===== config.mk =====
export PLATFORM = sky130hd
export DESIGN_NAME = result_path
export DESIGN_NICKNAME = d
export VERILOG_FILES = /design/src/common/acc_cpu_pkg.sv /design/src/result_path.sv
export VERILOG_INCLUDE_DIRS = /design/src /design/src/common
export SDC_FILE = /design/constraint.sdc
export NUM_CORES = 1
export LEC_CHECK = 0
export ABC_AREA = 0
export BUFFER_PORTS_ARGS = -buffer_cell sky130_fd_sc_hd__buf_2
export CORE_ASPECT_RATIO = 2
export CORE_UTILIZATION = 44
export DETAILED_ROUTE_END_ITERATION = 16
export HOLD_SLACK_MARGIN = 0.12
export PLACE_DENSITY = 0.95
export SLEW_MARGIN = 20
export SYNTH_ARGS = -nofsm -noshare
export SYNTH_HDL_FRONTEND = slang
export SYNTH_SLANG_ARGS = --single-unit

===== constraint.sdc =====
create_clock -name clock -period 2 [get_ports clock]
set_clock_uncertainty 0.05 [all_clocks]
set_input_delay 0.4 -clock clock [delete_from_list [all_inputs] [get_ports clock]]
set_output_delay 0.4 -clock clock [all_outputs]
set_load 0.01 [all_outputs]

===== src/common/acc_cpu_defines.svh =====
`ifndef ACC_CPU_DEFINES_SVH
`define ACC_CPU_DEFINES_SVH

// Datapath and memory sizes
`define ACC_DATA_W    16   // Accumulator and memory word
`define ACC_ADDR_W    10   // Word address
`define ACC_MEM_WORDS 1024 // Main memory depth

// Instruction word fields
`define ACC_INSTR_W   16
`define ACC_CLASS_W   2
`define ACC_FUNC_W    4
`define ACC_CLASS_LSB 14   // Class in bits 15:14
`define ACC_FUNC_LSB  10   // Function in bits 13:10
`define ACC_ADDR_LSB  0    // Address in bits 9:0

// Function codes of the control class
`define ACC_CTRL_JMP  4'd0  // Unconditional jump
`define ACC_CTRL_JZ   4'd1  // Jump if accumulator is zero
`define ACC_CTRL_HALT 4'd15 // Stop until reset

`endif


===== src/common/acc_cpu_pkg.sv =====
`include "acc_cpu_defines.svh"

package acc_cpu_pkg;

    typedef logic [`ACC_DATA_W-1:0]  word_t;  // Data word
    typedef logic [`ACC_ADDR_W-1:0]  addr_t;  // Memory address
    typedef logic [`ACC_INSTR_W-1:0] instr_t; // Raw instruction

    typedef enum logic [`ACC_CLASS_W-1:0] {
        CLS_ALU   = 2'd0, // acc = acc op mem
        CLS_LOAD  = 2'd1, // acc = mem
        CLS_STORE = 2'd2, // mem = acc
        CLS_CTRL  = 2'd3  // Jumps and halt
    } instr_class_e;

    // ALU opcode encoding
    typedef enum logic [`ACC_FUNC_W-1:0] {
        ALU_ADD  = 4'b0000,
        ALU_SUB  = 4'b0001,
        ALU_MUL  = 4'b0010,
        ALU_DIV  = 4'b0011,
        ALU_SHL  = 4'b0100,
        ALU_SHR  = 4'b0101,
        ALU_ROL  = 4'b0110,
        ALU_ROR  = 4'b0111,
        ALU_AND  = 4'b1000,
        ALU_OR   = 4'b1001,
        ALU_XOR  = 4'b1010,
        ALU_NOR  = 4'b1011,
        ALU_NAND = 4'b1100,
        ALU_XNOR = 4'b1101,
        ALU_GT   = 4'b1110,
        ALU_EQ   = 4'b1111
    } alu_op_e;

    typedef enum logic [2:0] {
        S_FETCH,      // MAR <= PC
        S_FETCH_WAIT, // Memory read latency
        S_DECODE,     // IR <= rdata and PC update
        S_OPER,       // Operand access or store
        S_OPER_WAIT,  // MBR <= rdata
        S_WRITEBACK,  // ACC update
        S_HALT
    } ctrl_state_e;

    typedef struct packed {
        instr_class_e cls;
        alu_op_e      func;
        addr_t        addr;
        logic         mar_from_pc;  // MAR <= PC
        logic         mar_from_ir;  // MAR <= address field
        logic         mbr_load;     // MBR <= memory read data
        logic         acc_load;     // ACC update enable
        logic         acc_from_alu; // ALU result else MBR into ACC
        logic         mem_write;    // Store accumulator
    } decode_t;

endpackage


===== src/result_path.sv =====
`timescale 1ns/1ps

`include "acc_cpu_defines.svh"

module result_path import acc_cpu_pkg::*; (
    input  logic    clock,
    input  logic    rst,
    input  decode_t dec,
    input  addr_t   pc,
    input  word_t   rdata,      // Memory read data
    input  word_t   alu_result,
    output addr_t   mem_addr,
    output word_t   mem_wdata,
    output logic    mem_we,
    output word_t   acc,
    output word_t   mbr,
    output logic    acc_zero
);

    addr_t mar;
    addr_t mar_next;
    word_t acc_next;

    // MAR source select
    always_comb begin
        mar_next = mar;
        if (dec.mar_from_pc) begin
            mar_next = pc; // Instruction fetch
        end else if (dec.mar_from_ir) begin
            mar_next = dec.addr; // Operand address
        end
    end

    always_ff @(posedge clock) begin
        if (rst) begin
            mar <= '0;
        end else begin
            mar <= mar_next;
        end
    end

    // Operand from memory
    always_ff @(posedge clock) begin
        if (dec.mbr_load) begin
            mbr <= rdata;
        end
    end

    // ALU result for the ALU class and MBR for LOAD
    assign acc_next = dec.acc_from_alu ? alu_result : mbr;

    always_ff @(posedge clock) begin
        if (rst) begin
            acc <= '0;
        end else if (dec.acc_load) begin
            acc <= acc_next;
        end
    end

    assign acc_zero = (acc == {`ACC_DATA_W{1'b0}}); // Feeds jump-if-zero

    // Memory side
    assign mem_addr  = mar;
    assign mem_wdata = acc;           // Only stores write
    assign mem_we    = dec.mem_write;

endmodule

==> results.py, run 1 <==
metrics = {
    "sta": {
        "hold_viol": 0,
        "worst-slew-pin-transition_ns": 0.495,
        "max_freq_mhz": 581,
        "grt_setup_unrepaired": "no",
        "slew_violations": 0,
        "setup_ws_ns": 0.278,
        "min_period_over_period": 0.861,
        "fin_setup_tns_ns": 0,
        "period_minus_slack_ns": 1.72,
        "setup_viol": 0,
        "relSlewSlack": 0.670,
    },
    "routing": {
        "drcViolationCount": 0,
        "first_pass_iters": 4,
        "via_per_inst": 4.84,
        "antenna_left": 0,
        "num_vias": 1463,
        "wl_per_cell_um": 13.4,
        "drt-total-wl_mm": 4.06,
        "drtIter0Drc": 32,
    },
    "clock_tree": {
        "clockRootBuffer": "clkbuf_8",
        "postCtsSetupRepairBufs": 0,
        "cts.sinks": 42,
        "clk_path_buf_depth": 2,
        "cts_tree": "yes",
        "clock_latency_ns": 0.29,
        "cts_hold_buf": 0,
        "htreeDepth": 2,
        "clk_pin_slew_ns": 0.08,
        "cts_inserted_buffers": 5,
        "ctsResizeCount": 0,
    },
    "global_routing": {
        "grt_usage": 0.201,
        "antenna_found_initial": 0,
        "grt_max_degree": 33,
        "grt.overflow.total": 0,
        "first_global_vias": 1333,
        "grt_pass1_wl_mm": 6.27,
    },
    "floorplanning": {
        "core.rowCount": 32,
        "die-area_um2": 4400,
        "io_pins": 126,
        "initial_core_util": 0.467,
        "coreArea_um2": 3880,
        "die_width_um": 47.4,
        "die_h_um": 92.8,
    },
    "logic_synthesis": {
        "seq_area_frac_synth": 0.552,
        "netlist_area_um2": 1810,
        "ys_seq_elements": 42,
        "syn_area_per_cell_um2": 11.8,
        "syn-num-nets": 219,
        "yosys_warnings": 0,
        "synthCells": 153,
        "synthDistinctLibCells": 14,
    },
    "power": {
        "powerDensity_nw_per_um2": 793,
        "ir_worst_vdd_uv": 632,
        "p_leak_nw": 1.17,
    },
    "final_layout": {
        "multi_input_area_um2": 612,
        "ff_latch_area_um2": 1000,
        "final_nets": 316,
        "design_area_um2": 2360,
        "fin_util": 0.607,
        "area_delta_synth_final_pct": 30.1,
        "num_antenna_cells": 0,
        "post_layout_nonfiller_instances": 302,
        "n_fill_cell": 360,
        "drive_gt1_frac": 0.498,
    },
    "placement": {
        "dp_hpwl_mm": 3.21,
        "dp_cells": 294,
        "dp_slack_ns": 0.555,
        "io_buffers": 117,
        "place_congestion": 0.733,
        "postPlaceCellArea_um2": 2270,
    },
    "critical_path": {
        "startpoint_type": "flip-flop",
        "crit_slowest_cell": "dfxtp_1",
        "crit_path_end_kind": "primary output",
        "cpPeakStageDelay_ns": 0.33,
        "critPathMaxFanout": 4,
        "path_cells": "nor4_1 > and4_1 > buf_2",
        "cp_num_cells": 3,
        "cp_num_buf_inv": 1,
        "arrival_ns": 1.27,
        "crit_family": "simple AND/OR/NAND/NOR gates",
        "required_ns": 1.55,
        "path_class": "reg -> out",
        "rr_worst_depth": 2,
    },
    "hold_path": {
        "holdPathStages": 1,
        "hold_path_class": "in -> reg",
    },
    "job": {
        "cap_violations": 0,
    },
    "run_status": {
        "status": "complete, no violations",
    },
}
sequential cells by signal (all words and copies together) (netlist names):
register / flops
mbr: 16
mem_addr: 10
acc: 16
per-stage QoR:
| stage | hold slack (ns) | total power, mW |
|---|---|---|
| after global routing | 0.217 | 1.96 |
| final | 0.231 | 1.87 |
| after floorplan | 0.449 | 1.21 |
| after detailed placement | 0.447 | 1.34 |
| after CTS | 0.224 | 1.89 |
| after global placement | 0.451 | 1.33 |
cell usage after synthesis:
| cell type | n | area [um2] |
|---|---|---|
| a211oi_1 | 26 | 195 |
| dfxtp_1 | 26 | 521 |
| mux2i_1 | 26 | 260 |
| buf_4 | 18 | 135 |
| edfxtp_1 | 16 | 480 |
| nor2_1 | 16 | 60.1 |
| nor2b_1 | 10 | 62.6 |
| clkbuf_1 | 4 | 15.0 |
| nor4_1 | 4 | 25.0 |
| buf_2 | 3 | 15.0 |
| and4_1 | 1 | 8.76 |
| buf_12 | 1 | 20.0 |
| buf_6 | 1 | 11.3 |
| clkinv_1 | 1 | 3.75 |
metal layers:
metal / routed length [um] / GRT usage / vias up
met4: 108 / 0.112 / 0
met2: 2190 / 0.312 / 64
met3: 232 / 0.0507 / 9
met5: 0 / 0 / -
li1: - / - / 738
met1: 1530 / 0.240 / 652
logic make-up after synthesis:
kind of cell,count (synthesis),share of synthesized area
simple gates,31,0.0863
buf+inv,28,0.110
flops,42,0.552
compound gates,26,0.108
mux,26,0.144
where the power goes:
group,internal [mW],switching [mW],total [mW]
registers,0.957,0.0414,0.998
clock network,0.283,0.270,0.553
logic,0.154,0.166,0.320
layout make-up:
| cell class | instances | area share |
|---|---|---|
| clock buffers | 7 | 0.0371 |
| clock inverters | 1 | 0.00212 |
| inverters | 1 | 0.00159 |
| multi-input cells | 83 | 0.259 |
| flip-flops and latches | 42 | 0.424 |
| well taps | 51 | 0.0271 |
| repair buffers | 117 | 0.248 |
worst reg2reg max path: cells and delay by family, from the launching register on:
kind               cells  cell delay (ns)
AOI/OAI and AO/OA      1             0.10
DFF                    1             0.39
muxes                  1             0.18
layout by cell type (no fill, tap or decap), types with 4 or more instances in the layout:
cell,n
edfxtp_1,16
nor2_1,16
nor4_1,4
buf_2,117
mux2i_1,26
dfxtp_1,26
a211oi_1,26
nor2b_1,10
clkbuf_8,6
path summary, 6_finish.rpt:
| kind | end | from | slack, ns |
|---|---|---|---|
| worst min-delay path | mbr[2]$_DFFE_PP_ | rdata[2] | 0.23 |
| worst min register to register | acc[7]$_SDFFE_PP0P_ | acc[7]$_SDFFE_PP0P_ | 0.46 |
| worst max-delay path | acc_zero | acc[10]$_SDFFE_PP0P_ | 0.28 |
| worst max register to register | acc[11]$_SDFFE_PP0P_ | mbr[11]$_DFFE_PP_ | 1.15 |
Power figures use the tool's default switching activity.
==> run 2: changes to the inputs <==
--- a/config.mk
+++ b/config.mk
@@ -9,10 +9,12 @@
 export ABC_AREA = 0
 export BUFFER_PORTS_ARGS = -buffer_cell sky130_fd_sc_hd__buf_2
 export CORE_ASPECT_RATIO = 2
-export CORE_UTILIZATION = 44
+export CORE_UTILIZATION = 40
+export CTS_BUF_LIST = sky130_fd_sc_hd__clkbuf_16
 export DETAILED_ROUTE_END_ITERATION = 16
 export HOLD_SLACK_MARGIN = 0.12
-export PLACE_DENSITY = 0.95
+export MAX_ROUTING_LAYER = met4
+export PLACE_DENSITY = 0.88
 export SLEW_MARGIN = 20
 export SYNTH_ARGS = -nofsm -noshare
 export SYNTH_HDL_FRONTEND = slang
==> run 2 against run 1 <==
Worst setup slack gained 0.013 ns; clock-buffer cell count shrank 2; worst hold slack gained 0.021 ns; global-route usage shrank 3.1 points; first-iteration DRC count shrank 78%; non-clock buffer count is the same; core utilization shrank 5.4 points; sequential power is essentially flat; via count shrank 0.27%; fmax grew 0.76%; final area grew 1.9%; power grew 8.8%; largest power group unchanged.
==> results.py, run 2 (synthesized netlist as in run 1, its figures left out) <==
metrics = {
    "run_status": {
        "status": "complete, no violations",
    },
    "power": {
        "power.switching_uw": 478,
        "switching_share": 0.235,
        "internal_power_mw": 1.56,
        "p_leak_nw": 1.18,
        "powerDensity_nw_per_um2": 847,
        "p_seq_frac": 0.493,
        "combPwrFrac": 0.156,
        "power_frac_clock": 0.351,
        "finalPower_mw": 2.04,
        "ir_worst_vdd_uv": 637,
    },
    "sta": {
        "fin_setup_tns_ns": 0,
        "grt_setup_unrepaired": "no",
        "min_period_over_period": 0.855,
        "slew_violations": 0,
        "setup_viol": 0,
        "relSlewSlack": 0.676,
        "worst-slew-pin-transition_ns": 0.486,
        "setup_ws_ns": 0.291,
        "period_minus_slack_ns": 1.71,
        "hold_viol": 0,
        "max_freq_mhz": 585,
    },
    "placement": {
        "dp_hpwl_mm": 3.23,
        "io_buffers": 117,
        "place_congestion": 0.773,
        "dp_slack_ns": 0.525,
        "postPlaceCellArea_um2": 2270,
    },
    "clock_tree": {
        "cts.sinks": 42,
        "clk_path_buf_depth": 2,
        "postCtsSetupRepairBufs": 0,
        "cts_tree": "yes",
        "clockRootBuffer": "clkbuf_16",
        "cts_inserted_buffers": 5,
        "cts_hold_buf": 0,
        "ctsResizeCount": 0,
        "htreeDepth": 2,
        "clock_latency_ns": 0.27,
        "clk_pin_slew_ns": 0.05,
    },
    "final_layout": {
        "area_delta_synth_final_pct": 32.5,
        "final_cell_mix": "117 x buf_2, 26 x mux2i_1, 26 x a211oi_1, 26 x dfxtp_1",
        "fin_util": 0.554,
        "num_antenna_cells": 0,
        "final_nets": 316,
        "design_area_um2": 2400,
        "layout_commonest_cell": "buf_2",
        "multi_input_area_um2": 612,
        "drive_gt1_frac": 0.488,
        "ff_latch_area_um2": 1000,
        "n_fill_cell": 407,
    },
    "floorplanning": {
        "die-area_um2": 4820,
        "die_width_um": 49.6,
        "coreArea_um2": 4340,
        "core.rowCount": 34,
        "initial_core_util": 0.418,
        "io_pins": 126,
        "die_h_um": 97.2,
    },
    "critical_path": {
        "crit_slowest_cell": "dfxtp_1",
        "startpoint_type": "flip-flop",
        "required_ns": 1.55,
        "critPathCapture": "acc_zero",
        "r2r_slack_ns": 1.12,
        "crit_path_end_kind": "primary output",
        "rr_worst_depth": 2,
        "cpPeakStageDelay_ns": 0.33,
        "rr_startpoint": "mbr[10]$_DFFE_PP_",
        "arrival_ns": 1.26,
        "critPathMaxFanout": 4,
        "path_cells": "nor4_1 > and4_1 > buf_2",
        "reg2reg_to": "acc[10]$_SDFFE_PP0P_",
        "setup.worst_path.start": "acc[10]$_SDFFE_PP0P_",
        "path_class": "reg -> out",
    },
    "routing": {
        "drtIter0Drc": 7,
        "via_per_inst": 4.80,
        "wl_per_cell_um": 13.1,
        "num_vias": 1459,
        "antenna_left": 0,
        "first_pass_iters": 4,
        "drcViolationCount": 0,
        "drt-total-wl_mm": 3.97,
    },
    "global_routing": {
        "grt.overflow.total": 0,
        "antenna_found_initial": 0,
        "top_usage_layer": "met2",
        "use_met2": 0.291,
        "grt_use_met1": 0.189,
        "first_global_vias": 1359,
        "grt_usage": 0.170,
        "grt_util_met3": 0.0203,
        "grt_max_degree": 33,
        "grt_pass1_wl_mm": 6.14,
    },
    "job": {
        "cap_violations": 0,
    },
    "hold_path": {
        "hold_path_class": "in -> reg",
    },
}
[run 2: changes by cell type in the layout (fill, tap and decap cells not counted)]
cell / change
clkbuf_16: +5
clkbuf_2: -1
clkbuf_8: -6
clkinv_1: +1
clkinv_2: -1
inv_1: +1
[run 2: area by class of cell]
class,count,area share
inverters,1,0.00156
multi-input cells,83,0.255
repair buffers,117,0.244
flip-flops and latches,42,0.417
clock inverters,2,0.00313
well taps,54,0.0281
clock buffers,5,0.0521
[run 2: critical path: cells and delay by family, from the launching register on]
family | cells | cell delay (ns)
buffers and inverters | 1 | 0.12
DFF | 1 | 0.33
and+or+nand+nor | 2 | 0.54
[run 2: how the worst min path moves through the flow]
stage | from | endpoint | cells after the start
final | rdata[5] | mbr[5]$_DFFE_PP_ | 1
after global routing | rdata[6] | mbr[6]$_DFFE_PP_ | 1
after CTS | rdata[5] | mbr[5]$_DFFE_PP_ | 1
after detailed placement | acc[3]$_SDFFE_PP0P_ | acc[3]$_SDFFE_PP0P_ | 2
after global placement | acc[2]$_SDFFE_PP0P_ | acc[2]$_SDFFE_PP0P_ | 2
after floorplan | rdata[0] | mbr[0]$_DFFE_PP_ | 0
[run 2: stage by stage]
| stage | cells | hold slack [ns] |
|---|---|---|
| 2_1_floorplan | 153 | 0.449 |
| 3_3_place_gp | 297 | 0.451 |
| 3_5_place_dp | 297 | 0.454 |
| 4_1_cts | 304 | 0.246 |
| 5_1_grt | 304 | 0.240 |
| 6_report | 304 | 0.252 |
[run 2: power by group through the flow]
stage	Sequential, mW	Clock [mW]	Combinational [mW]
floorplan	1.05	0	0.165
global placement	1.02	0	0.316
detailed placement	1.02	0	0.322
CTS	1.00	0.734	0.324
global route	1.01	0.768	0.348
finish	1.00	0.714	0.318
[run 2: layer usage]
layer | wire (um) | part of all wire
met1 | 1530 | 0.38
met2 | 2220 | 0.56
met3 | 169 | 0.043
met4 | 61 | 0.015
met5 | 0 | 0
