<file path="src/common/acc_cpu_defines.svh">
`ifndef ACC_CPU_DEFINES_SVH
`define ACC_CPU_DEFINES_SVH

// Datapath and memory sizes
`define ACC_DATA_W    16   // Accumulator and memory word
`define ACC_ADDR_W    10   // Word address
`define ACC_MEM_WORDS 1024 // Main memory depth

// Instruction word fields
`define ACC_INSTR_W   16
`define ACC_CLASS_W   2
`define ACC_FUNC_W    4
`define ACC_CLASS_LSB 14   // Class in bits 15:14
`define ACC_FUNC_LSB  10   // Function in bits 13:10
`define ACC_ADDR_LSB  0    // Address in bits 9:0

// Function codes of the control class
`define ACC_CTRL_JMP  4'd0  // Unconditional jump
`define ACC_CTRL_JZ   4'd1  // Jump if accumulator is zero
`define ACC_CTRL_HALT 4'd15 // Stop until reset

`endif

</file>
<file path="src/common/acc_cpu_pkg.sv">
`include "acc_cpu_defines.svh"

package acc_cpu_pkg;

    typedef logic [`ACC_DATA_W-1:0]  word_t;  // Data word
    typedef logic [`ACC_ADDR_W-1:0]  addr_t;  // Memory address
    typedef logic [`ACC_INSTR_W-1:0] instr_t; // Raw instruction

    typedef enum logic [`ACC_CLASS_W-1:0] {
        CLS_ALU   = 2'd0, // acc = acc op mem
        CLS_LOAD  = 2'd1, // acc = mem
        CLS_STORE = 2'd2, // mem = acc
        CLS_CTRL  = 2'd3  // Jumps and halt
    } instr_class_e;

    // ALU opcode encoding
    typedef enum logic [`ACC_FUNC_W-1:0] {
        ALU_ADD  = 4'b0000,
        ALU_SUB  = 4'b0001,
        ALU_MUL  = 4'b0010,
        ALU_DIV  = 4'b0011,
        ALU_SHL  = 4'b0100,
        ALU_SHR  = 4'b0101,
        ALU_ROL  = 4'b0110,
        ALU_ROR  = 4'b0111,
        ALU_AND  = 4'b1000,
        ALU_OR   = 4'b1001,
        ALU_XOR  = 4'b1010,
        ALU_NOR  = 4'b1011,
        ALU_NAND = 4'b1100,
        ALU_XNOR = 4'b1101,
        ALU_GT   = 4'b1110,
        ALU_EQ   = 4'b1111
    } alu_op_e;

    typedef enum logic [2:0] {
        S_FETCH,      // MAR <= PC
        S_FETCH_WAIT, // Memory read latency
        S_DECODE,     // IR <= rdata and PC update
        S_OPER,       // Operand access or store
        S_OPER_WAIT,  // MBR <= rdata
        S_WRITEBACK,  // ACC update
        S_HALT
    } ctrl_state_e;

    typedef struct packed {
        instr_class_e cls;
        alu_op_e      func;
        addr_t        addr;
        logic         mar_from_pc;  // MAR <= PC
        logic         mar_from_ir;  // MAR <= address field
        logic         mbr_load;     // MBR <= memory read data
        logic         acc_load;     // ACC update enable
        logic         acc_from_alu; // ALU result else MBR into ACC
        logic         mem_write;    // Store accumulator
    } decode_t;

endpackage

</file>
<file path="src/control/control_unit.sv">
`timescale 1ns/1ps

`include "acc_cpu_defines.svh"

module control_unit import acc_cpu_pkg::*; (
    input  logic    clock,
    input  logic    rst,
    input  word_t   rdata,    // Memory read data
    input  logic    acc_zero, // Accumulator equals zero
    output decode_t dec,
    output addr_t   pc,
    output logic    retire,   // Last cycle of an instruction
    output logic    halted
);

    ctrl_state_e state;
    ctrl_state_e state_next;
    instr_t      ir;
    instr_t      cur_instr;  // Instruction seen by decode
    logic [`ACC_FUNC_W-1:0] cur_func;
    instr_class_e           cur_cls;
    addr_t                  cur_addr;
    logic        is_halt;
    logic        jump_taken;

    // IR is loaded at the end of S_DECODE, so decode reads memory directly then
    assign cur_instr = (state == S_DECODE) ? instr_t'(rdata) : ir;
    assign cur_cls   = instr_class_e'(cur_instr[`ACC_CLASS_LSB +: `ACC_CLASS_W]);
    assign cur_func  = cur_instr[`ACC_FUNC_LSB +: `ACC_FUNC_W];
    assign cur_addr  = cur_instr[`ACC_ADDR_LSB +: `ACC_ADDR_W];

    assign is_halt = (cur_cls == CLS_CTRL) && (cur_func == `ACC_CTRL_HALT);

    always_comb begin
        jump_taken = 1'b0;
        if (cur_cls == CLS_CTRL) begin
            if (cur_func == `ACC_CTRL_JMP) begin
                jump_taken = 1'b1;
            end else if (cur_func == `ACC_CTRL_JZ) begin
                jump_taken = acc_zero; // Only branch condition
            end
        end
    end

    // State register
    always_ff @(posedge clock) begin
        if (rst) begin
            state <= S_FETCH;
        end else begin
            state <= state_next;
        end
    end

    always_comb begin
        state_next = state;
        case (state)
            S_FETCH:      state_next = S_FETCH_WAIT;
            S_FETCH_WAIT: state_next = S_DECODE;
            S_DECODE: begin
                if (cur_cls == CLS_CTRL) begin
                    state_next = is_halt ? S_HALT : S_FETCH; // Control retires here
                end else begin
                    state_next = S_OPER;
                end
            end
            S_OPER:       state_next = (cur_cls == CLS_STORE) ? S_FETCH : S_OPER_WAIT;
            S_OPER_WAIT:  state_next = S_WRITEBACK;
            S_WRITEBACK:  state_next = S_FETCH;
            S_HALT:       state_next = S_HALT; // Left only by reset
            default:      state_next = S_FETCH;
        endcase
    end

    // Program counter
    always_ff @(posedge clock) begin
        if (rst) begin
            pc <= '0;
        end else if (state == S_DECODE) begin
            pc <= jump_taken ? cur_addr : pc + addr_t'(1);
        end
    end

    // Instruction register
    always_ff @(posedge clock) begin
        if (state == S_DECODE) begin
            ir <= instr_t'(rdata);
        end
    end

    // Fields and per-state strobes
    always_comb begin
        dec              = '0;
        dec.cls          = cur_cls;
        dec.func         = alu_op_e'(cur_func);
        dec.addr         = cur_addr;
        dec.mar_from_pc  = (state == S_FETCH);
        // Address field into MAR early so a store can write in S_OPER
        dec.mar_from_ir  = (state == S_DECODE) ||
                           ((state == S_OPER) && (cur_cls != CLS_STORE));
        dec.mbr_load     = (state == S_OPER_WAIT);
        dec.acc_load     = (state == S_WRITEBACK);
        dec.acc_from_alu = (state == S_WRITEBACK) && (cur_cls == CLS_ALU);
        dec.mem_write    = (state == S_OPER) && (cur_cls == CLS_STORE);
    end

    always_comb begin
        case (state)
            S_DECODE:    retire = (cur_cls == CLS_CTRL);  // 3 cycles
            S_OPER:      retire = (cur_cls == CLS_STORE); // 4 cycles
            S_WRITEBACK: retire = 1'b1;                   // 6 cycles
            default:     retire = 1'b0;
        endcase
    end

    assign halted = (state == S_HALT);

endmodule

</file>
<file path="config.mk">
export PLATFORM = sky130hd
export DESIGN_NAME = control_unit
export DESIGN_NICKNAME = d
export VERILOG_FILES = /design/src/common/acc_cpu_pkg.sv /design/src/control/control_unit.sv
export VERILOG_INCLUDE_DIRS = /design/src /design/src/common
export SDC_FILE = /design/constraint.sdc
export NUM_CORES = 1
export LEC_CHECK = 0
export ABC_CLOCK_PERIOD_IN_PS = 3100
export BUFFER_PORTS_ARGS = -buffer_cell sky130_fd_sc_hd__buf_2
export CORE_ASPECT_RATIO = 0.5
export CORE_UTILIZATION = 52
export DETAILED_ROUTE_END_ITERATION = 10
export MAX_ROUTING_LAYER = met4
export PLACE_DENSITY = 0.84
export SETUP_SLACK_MARGIN = 0.4
export SYNTH_ARGS = -nofsm -noshare
export SYNTH_HDL_FRONTEND = slang
export SYNTH_SLANG_ARGS = --single-unit
</file>
<file path="constraint.sdc">
create_clock -name clock -period 3.1 [get_ports clock]
set_input_delay 0.31 -clock clock [delete_from_list [all_inputs] [get_ports clock]]
set_output_delay 0.31 -clock clock [all_outputs]
set_load 0.05 [all_outputs]
</file>
==> impl_metrics.py, run 1 <==
metrics = {
    "placed_design": {
        "io_buffers": 52,
        "place_ws_ns": 0.8005,
        "dp_hpwl_um": 2392,
        "gp_congestion": 0.7757,
    },
    "clock_tree": {
        "numCtsBuffers": 5,
        "post_cts_buffers": 0,
        "cts.sinks": 29,
        "cts_resized": 0,
        "clock_latency_ns": 0.28,
        "htree_levels": 2,
        "hold_buffers": 0,
        "cts_root_buf": "clkbuf_8",
        "cts_tree": "done",
        "cts_max_path_buffers": 2,
        "path_clk_slew_ns": 0.07,
    },
    "timing": {
        "worst_slew_pin_slew_ns": 0.5381,
        "clock_skew_ns": 0.008555,
        "period_share_pct": 77.75,
        "fmax_mhz": 414.9,
        "whs_ns": 0.2379,
        "final_hold_viol_count": 0,
        "slew_violations": 0,
        "rsz0062_at_grt": "false",
        "period_minus_slack_ns": 2.410,
        "fin_ws_ns": 0.6897,
        "relSlewSlack_pct": 63.10,
        "setup_tns_ns": 0,
        "setup_viol": 0,
    },
    "yosys": {
        "ys_top_cells_by_area": "dfxtp_1 (41%), nand2_1 (13%), nor3_1 (4.2%)",
        "synthXorXnorAreaFrac_pct": 0,
        "synth_common_cells": "nand2_1 (49), dfxtp_1 (29), nor3_1 (12)",
        "synth_cells": 178,
        "synthMuxAreaShare_pct": 4.561,
        "synth_top_area_share_pct": 40.70,
        "ys_seq_area_share_pct": 40.70,
        "synth-simple-area-share_pct": 35.09,
        "synth-edff-count": 0,
        "ys_warn_count": 0,
        "syn_nets": 198,
        "post-synth-top-area-cell": "dfxtp_1",
        "synthArstFlopShare_pct": 0,
        "ys_ff_latch": 29,
        "syn_area_per_cell_um2": 8.013,
        "synth_cell_types": 40,
        "synth-compound-area-share_pct": 14.56,
        "synth_top_family_by_area": "simple AND/OR/NAND/NOR gates",
        "synth-main-ff-cell": "dfxtp_1",
        "synth_area_um2": 1426,
        "synth_fa_ha_area_share_pct": 0.8772,
        "yosysMostFrequentCell": "nand2_1",
    },
    "pwr": {
        "comb_power_share_pct": 48.4,
        "power_mw": 1.683,
        "seqPwrFrac_pct": 32.8,
        "worst_ir_drop_vdd_v": 0.0005765,
        "p_leak_nw": 0.8169,
        "power_density_nw_per_um2": 943.5,
        "intPower_mw": 0.8543,
        "power_switching_mw": 0.8291,
        "p_clk_share_pct": 18.8,
        "p_sw_share_pct": 49.25,
    },
    "setup_path": {
        "crit_family": "multiplexers",
        "crit_buf_inv": 2,
        "cp_max_fo": 11,
        "worst_path_largest_cell_delay_ns": 0.55,
        "cp_cell_sequence": "nor3b_4, mux2i_1, inv_1, buf_2",
        "critPathArrivalTime_ns": 2.10,
        "crit_required_ns": 2.79,
        "startpoint": "state[2]$_SDFF_PP0_",
        "path_class": "reg2out",
        "reg2reg_slack_ns": 0.76,
        "critPathLaunchType": "register",
        "r2r-start": "state[2]$_SDFF_PP0_",
        "slowest_stage": "mux2i_1",
        "crit_path_end_kind": "output port",
    },
    "floorplan": {
        "io_pins": 53,
        "die_h_um": 39.04,
        "placementRows": 12,
        "die_area_um2": 2969,
        "fp.coreArea_um2": 2402,
        "initial_core_util_pct": 59.38,
        "dieWidth_um": 76.07,
    },
    "layout": {
        "syn2layout_area_growth_pct": 25.09,
        "fin_util_pct": 74.27,
        "antenna_cells": 0,
        "nNetsFinal": 249,
        "drive_gt1_share_pct": 30.57,
    },
    "global_routing": {
        "antenna_found_initial": 0,
        "grt.total_usage_pct": 24.66,
        "grt_max_degree": 31,
        "grt_pass1_vias": 1240,
        "grt-ovfl-total": 0,
        "grt_pass1_wl_um": 5299,
    },
    "drt": {
        "met1Wirelength_um": 1641,
        "vias_per_cell": 5.470,
        "drcViolationCount": 0,
        "top_layer": "met4",
        "wirelength_um": 3394,
        "via_count": 1444,
        "wl_per_cell_um": 12.86,
        "first_pass_iters": 4,
        "route.met3.wl_um": 229,
        "wl_met2_um": 1484,
        "ant_nets": 0,
        "drt-initial-drc-count": 97,
    },
    "run_status": {
        "outcome": "finished clean",
    },
    "flow_run": {
        "maxCapViolations": 0,
    },
    "min_path": {
        "hold_path.startpoint": "rdata[8]",
        "hp-class": "in2reg",
    },
}
==> per-layer routing <==
metal | vias up | global-route usage, %
li1 | 734 | -
met1 | 650 | 29.96
met2 | 53 | 39.32
met3 | 7 | 7.059
met4 | 0 | 11.54
met5 | - | -
==> through the flow <==
stage | area, µm² | std cells
global placement | 1698 | 257
detailed placement | 1698 | 257
floorplan | 1431 | 178
CTS | 1784 | 264
finish | 1784 | 264
global route | 1784 | 264
==> tightest hold or removal path, stage by stage <==
cell and delay, ns:
buf_2 0.08, nand2_1 0.04, nand2_1 0.06
==> logic make-up (layout without fill, tap and decap cells) <==
group	Yosys count	after routing
AND/OR/NAND/NOR	101	101
flip-flops	29	29
AO/OA/AOI/OAI	28	28
buffers and inverters	13	64
multiplexers	6	6
adder cells (fa/ha/maj)	1	1
==> sequential cells by signal, summed over array words and instances (netlist names) <==
register  cells
state         3
pc           10
ir           16
==> placed cells by master, fill, tap and decap left out, types with 2 or more instances in the layout <==
cell type and count:
or4b_1 2, nand2_1 49, clkbuf_8 6, buf_2 52, inv_1 4, a31oi_1 6, nor3_1 11, a211oi_1 3
nand2b_1 2, nor2b_1 3, mux2i_1 2, a21oi_1 3, a2bb2oi_1 6, or3_1 2, dfxtp_1 29, mux2_2 4
nor2_1 9, o21ai_0 4, nand3_1 10
==> cell type report <==
class,instances,area (µm²)
sequential,29,580.6
clock buffer,7,86.33
tap,35,43.79
multi-input combinational,136,790.8
fill,202,618.1
inverter,4,15.01
timing repair buffer,53,267.8
==> power by group through the flow <==
stage                     sequential, mW  clock (mW)  combinational [mW]
after floorplan                    0.577           0               0.621
after global placement             0.556           0               0.800
after detailed placement           0.560           0               0.812
after CTS                          0.553       0.319               0.816
after global routing               0.567       0.336               0.856
final                              0.553       0.316               0.814
==> worst paths after layout <==
check	end	depth (start not counted)
worst max-delay path	dec[16]	4
worst min-delay path	ir[8]$_DFF_P_	3
worst max register to register	pc[7]$_SDFFE_PP0P_	5
worst min register to register	ir[3]$_DFF_P_	2
(Power assumes the default switching activity.)
==> run 2, diff against run 1 <==
Settings changed: ABC_CLOCK_PERIOD_IN_PS 3100 to 2100, CORE_UTILIZATION 52 to 43, PLACE_DENSITY 0.84 to 0.74.
Clock period 3.1 ns to 2.1 ns, I/O delays scaled along.
==> impl_metrics.py, run 2 (same netlist as run 1, synthesis figures left out) <==
metrics = {
    "timing": {
        "final_hold_viol_count": 0,
        "setup_tns_ns": 0,
        "rsz0062_at_grt": "true",
        "period_share_pct": 92.67,
        "relSlewSlack_pct": 78.28,
        "slew_violations": 0,
        "clock_skew_ns": 0.001767,
        "period_minus_slack_ns": 1.946,
        "worst_slew_pin_slew_ns": 0.3258,
        "fin_ws_ns": 0.1540,
        "setup_viol": 0,
        "fmax_mhz": 513.9,
    },
    "global_routing": {
        "grt-ovfl-total": 0,
        "grt_max_degree": 26,
        "grt_pass1_wl_um": 6382,
        "grt_pass1_vias": 1431,
        "grt.total_usage_pct": 23.69,
        "antenna_found_initial": 0,
    },
    "setup_path": {
        "crit_required_ns": 2.31,
        "cp_max_fo": 6,
        "crit_path_end_kind": "register",
        "slowest_stage": "or4b_4",
        "crit_buf_inv": 0,
        "path_class": "reg2reg",
        "cp_cell_sequence": "or3b_4, and4_4, o22ai_4, or4b_4, a31oi_4",
        "worst_path_largest_cell_delay_ns": 0.52,
        "critPathArrivalTime_ns": 2.15,
        "crit_family": "simple AND/OR/NAND/NOR gates",
        "critPathLaunchType": "register",
    },
    "drt": {
        "wl_per_cell_um": 15.40,
        "via_count": 1594,
        "vias_per_cell": 5.497,
        "ant_nets": 0,
        "drt-initial-drc-count": 138,
        "first_pass_iters": 4,
        "wirelength_um": 4465,
        "drcViolationCount": 0,
    },
    "layout": {
        "top_regs": "ir: 16 flops, pc: 10 flops, state: 3 flops",
        "drive_gt1_share_pct": 57.20,
        "syn2layout_area_growth_pct": 69.47,
        "antenna_cells": 0,
        "regMostFlops": "ir",
        "design_area_um2": 2417,
        "largest_reg_flops": 16,
        "nNetsFinal": 270,
        "final_common_cell": "buf_2",
        "final_cell_mix": "buf_2 (33), nand2_1 (22), dfxtp_1 (21), buf_4 (19)",
    },
    "floorplan": {
        "placementRows": 14,
        "initial_core_util_pct": 46.27,
        "fp.coreArea_um2": 3083,
        "die_h_um": 42.73,
        "io_pins": 53,
        "dieWidth_um": 83.45,
        "die_area_um2": 3565,
    },
    "placed_design": {
        "gp_congestion": 0.7857,
        "placed_area_um2": 1919,
        "dp_hpwl_um": 2611,
        "io_buffers": 52,
        "place_ws_ns": 0.06956,
    },
    "clock_tree": {
        "cts.sinks": 29,
        "cts_root_buf": "clkbuf_8",
        "htree_levels": 2,
        "hold_buffers": 0,
        "numCtsBuffers": 5,
        "cts_max_path_buffers": 2,
        "clock_latency_ns": 0.28,
        "path_clk_slew_ns": 0.06,
        "cts_tree": "done",
    },
    "run_status": {
        "outcome": "finished clean",
    },
    "flow_run": {
        "maxCapViolations": 0,
    },
    "pwr": {
        "p_leak_nw": 1.023,
        "power_density_nw_per_um2": 1283,
        "power_mw": 3.102,
        "worst_ir_drop_vdd_v": 0.001217,
    },
    "min_path": {
        "hp-class": "in2reg",
    },
}
-- run 2: area by class of cell --
| type | instances | area (µm²) |
|---|---|---|
| tap | 40 | 50.05 |
| inverter | 4 | 21.27 |
| clock buffer | 7 | 86.33 |
| sequential | 29 | 593.1 |
| timing repair buffer | 74 | 583.1 |
| multi-input combinational | 136 | 1084 |
| fill | 199 | 665.6 |
-- run 2: worst reg2reg max path, cell delays in order, from the launching register on --
cell	delay, ns
dfxtp_4	0.37
or3b_4	0.47
and4_4	0.19
o22ai_4	0.15
or4b_4	0.52
a31oi_4	0.18
-- run 2: worst paths after layout --
check / startpoint / to / slack, ns / cells after the start
setup reg to reg: state[1]$_SDFF_PP0_ / pc[7]$_SDFFE_PP0P_ / 0.15 / 5
setup / recovery: state[1]$_SDFF_PP0_ / pc[7]$_SDFFE_PP0P_ / 0.15 / 5
hold / removal: rdata[5] / ir[5]$_DFF_P_ / 0.19 / 3
hold reg to reg: ir[8]$_DFF_P_ / ir[8]$_DFF_P_ / 0.45 / 2
-- run 2: per-layer routing --
layer / up-vias / global-route usage, % / share of wire, %
met5: - / - / 0
met4: 0 / 8.136 / 1.6
met3: 11 / 7.004 / 4.8
met2: 57 / 38.03 / 52
met1: 751 / 29.08 / 42
li1: 775 / - / -
-- run 2: per-stage QoR --
step	hold slack [ns]	cells	util, %
6_report	0.1856	290	78.41
5_1_grt	0.1985	290	78.41
4_1_cts	0.1910	281	70.66
3_5_place_dp	0.4401	269	62.26
3_3_place_gp	0.4340	269	62.26
2_1_floorplan	0.3123	178	-
-- run 2: where the power goes --
group / internal [mW] / total, mW / switching, mW
clock network: 0.259 / 0.465 / 0.206
registers: 0.732 / 0.847 / 0.115
logic: 0.670 / 1.79 / 1.12
-- run 2: repair_timing --
action / in CTS / in global routing
gates resized for setup: 42 / 39
endpoints found under the setup margin: 30 / 30
pin swaps: 5 / 8
setup buffers: 5 / 9
==> run 3, diff against run 2 <==
Settings changed: ABC_AREA set to 1, CELL_PAD_IN_SITES_DETAIL_PLACEMENT set to 0, CELL_PAD_IN_SITES_GLOBAL_PLACEMENT set to 1, CORE_UTILIZATION 43 to 30, GPL_ROUTABILITY_DRIVEN set to 0, PLACE_DENSITY 0.74 to unset, PLACE_DENSITY_LB_ADDON set to 0.1.
==> impl_metrics.py, run 3 <==
metrics = {
    "run_status": {
        "outcome": "finished clean",
    },
    "yosys": {
        "ys_ff_latch": 29,
        "syn_nets": 258,
        "synth_top_area_share_pct": 36.94,
        "yosysMostFrequentCell": "nand2_1",
        "synth_cells": 238,
        "synthArstFlopShare_pct": 0,
        "ys_top_cells_by_area": "dfxtp_1 (37%), nand2_1 (16%), inv_1 (9.3%)",
        "syn_area_per_cell_um2": 6.603,
        "synth_area_um2": 1572,
        "synth-edff-count": 0,
        "synth-main-ff-cell": "dfxtp_1",
        "ys_warn_count": 0,
        "synth_common_cells": "nand2_1 (65), inv_1 (39), dfxtp_1 (29)",
        "synth_cell_types": 25,
        "ys_seq_area_share_pct": 36.94,
        "post-synth-top-area-cell": "dfxtp_1",
    },
    "timing": {
        "clock_skew_ns": 0.006889,
        "relSlewSlack_pct": 80.80,
        "period_share_pct": 84.89,
        "setup_tns_ns": 0,
        "worst_slew_pin_slew_ns": 0.2850,
        "rsz0062_at_grt": "true",
        "slew_violations": 0,
        "fmax_mhz": 561.0,
        "setup_viol": 0,
        "period_minus_slack_ns": 1.783,
        "whs_ns": 0.1726,
        "final_hold_viol_count": 0,
    },
    "placed_design": {
        "dp_cells": 356,
        "io_buffers": 52,
        "dp_hpwl_um": 3098,
    },
    "setup_path": {
        "cp_max_fo": 6,
        "critPathLaunchType": "register",
        "crit_required_ns": 1.89,
        "worst_path_largest_cell_delay_ns": 0.38,
        "crit_family": "simple AND/OR/NAND/NOR gates",
        "path_class": "reg2out",
        "cp_cell_sequence": "inv_6, nand3_4, nand2_1, nand2_4, buf_4, nor3_4, buf_6",
        "crit_path_end_kind": "output port",
        "crit_buf_inv": 3,
        "critPathArrivalTime_ns": 1.57,
        "slowest_stage": "dfxtp_4",
    },
    "flow_run": {
        "maxCapViolations": 0,
    },
    "clock_tree": {
        "htree_levels": 2,
        "cts_max_path_buffers": 2,
        "cts_root_buf": "clkbuf_8",
        "numCtsBuffers": 5,
        "cts.sinks": 29,
        "clock_latency_ns": 0.28,
        "hold_buffers": 0,
        "cts_tree": "done",
        "path_clk_slew_ns": 0.07,
    },
    "global_routing": {
        "grt_pass1_wl_um": 6934,
        "grt-ovfl-total": 0,
        "grt.total_usage_pct": 17.18,
        "grt_pass1_vias": 1478,
        "grt_max_degree": 13,
        "antenna_found_initial": 0,
    },
    "layout": {
        "syn2layout_area_growth_pct": 48.25,
        "top_regs": "ir: 16 flops, pc: 10 flops, state: 3 flops",
        "largest_reg_flops": 16,
        "fin_util_pct": 46.81,
        "layoutNonFillerInstCount": 376,
        "drive_gt1_share_pct": 37.91,
        "regMostFlops": "ir",
        "antenna_cells": 0,
        "final_common_cell": "nand2_1",
        "final_cell_mix": "nand2_1 (63), inv_1 (35), buf_2 (32), nand3_1 (27), dfxtp_1 (26)",
        "nNetsFinal": 326,
    },
    "pwr": {
        "intPower_mw": 1.745,
        "comb_power_share_pct": 63.1,
        "p_leak_nw": 1.187,
        "p_clk_share_pct": 13.3,
        "power_switching_mw": 1.777,
        "power_mw": 3.522,
        "worst_ir_drop_vdd_v": 0.0009519,
        "seqPwrFrac_pct": 23.6,
        "p_sw_share_pct": 50.45,
        "power_density_nw_per_um2": 1512,
    },
    "floorplan": {
        "die_area_um2": 5550,
        "die_h_um": 53.18,
        "io_pins": 53,
        "fp.coreArea_um2": 4977,
        "dieWidth_um": 104.4,
        "placementRows": 18,
        "initial_core_util_pct": 31.57,
    },
    "drt": {
        "vias_per_cell": 4.319,
        "route.met3.wl_um": 172,
        "top_layer": "met4",
        "first_pass_iters": 4,
        "drcViolationCount": 0,
        "wl_met2_um": 1799,
        "ant_nets": 0,
        "wirelength_um": 4284,
        "via_count": 1624,
        "wl_per_cell_um": 11.39,
        "met1Wirelength_um": 2269,
        "drt-initial-drc-count": 50,
    },
    "min_path": {
        "hp-class": "in2reg",
    },
}
-- run 3: cell types whose count changed in the layout (fill, tap and decap cells not counted), moves of 7 or more --
cell	before	now
nand2_1	22	63
inv_1	2	35
nand3_1	8	27
nand2_2	14	5
a21oi_1	3	11
dfxtp_2	7	0
nand2_4	12	5
nor3_1	9	2
-- run 3: tightest hold or removal path, cell delays in order --
cell	delay (ns)
buf_2	0.08
o21ai_2	0.07
inv_2	0.06
-- run 3: layer usage --
layer	up-vias	GRT usage, %
met4	0	6.429
met3	4	4.680
met5	-	-
met1	726	22.38
li1	866	-
met2	28	25.61
-- run 3: metrics by stage --
step / setup slack (ns) / cell area [µm²]
after global routing: 0.2397 / 2330
after floorplan: 0.2265 / 1653
after global placement: 0.2148 / 1972
final: 0.3173 / 2330
after CTS: 0.3147 / 2306
after detailed placement: 0.2013 / 1972
-- run 3: area by class of cell --
class / count / area (µm²)
inverter: 43 / 178.9
multi-input combinational: 157 / 868.3
sequential: 29 / 591.8
clock buffer: 7 / 86.33
tap: 70 / 87.58
fill: 507 / 2648
timing repair buffer: 70 / 516.7
-- run 3: worst paths after layout --
path | start | to | slack, ns | depth (start not counted)
hold reg to reg | ir[9]$_DFF_P_ | ir[9]$_DFF_P_ | 0.45 | 2
setup reg to reg | state[0]$_SDFF_PP0_ | pc[5]$_SDFFE_PP0P_ | 0.39 | 12
hold / removal | rdata[4] | ir[4]$_DFF_P_ | 0.17 | 3
setup / recovery | state[0]$_SDFF_PP0_ | dec[1] | 0.32 | 7
-- run 3: logic make-up after synthesis --
kind of cell / count (synthesis) / synth area share, %
and+or+nand+nor: 132 / 39.09
buffers and inverters: 52 / 14.25
DFF: 29 / 36.94
AOI/OAI and AO/OA: 21 / 7.245
xor gates and xnor gates: 3 / 1.672
adders and majority gates: 1 / 0.7961
-- run 3: repair_timing --
action,in CTS,in global routing
pin swaps,8,2
setup endpoints to repair,31,30
buffers inserted,12,1
resized for setup,57,9
-- run 3: power by group through the flow --
| stage | logic, mW | clock network (mW) | registers (mW) |
|---|---|---|---|
| after floorplan | 1.43 | 0 | 0.877 |
| after global placement | 1.81 | 0 | 0.826 |
| after detailed placement | 1.81 | 0 | 0.832 |
| after CTS | 2.19 | 0.491 | 0.833 |
| after global routing | 2.37 | 0.512 | 0.853 |
| final | 2.22 | 0.469 | 0.832 |
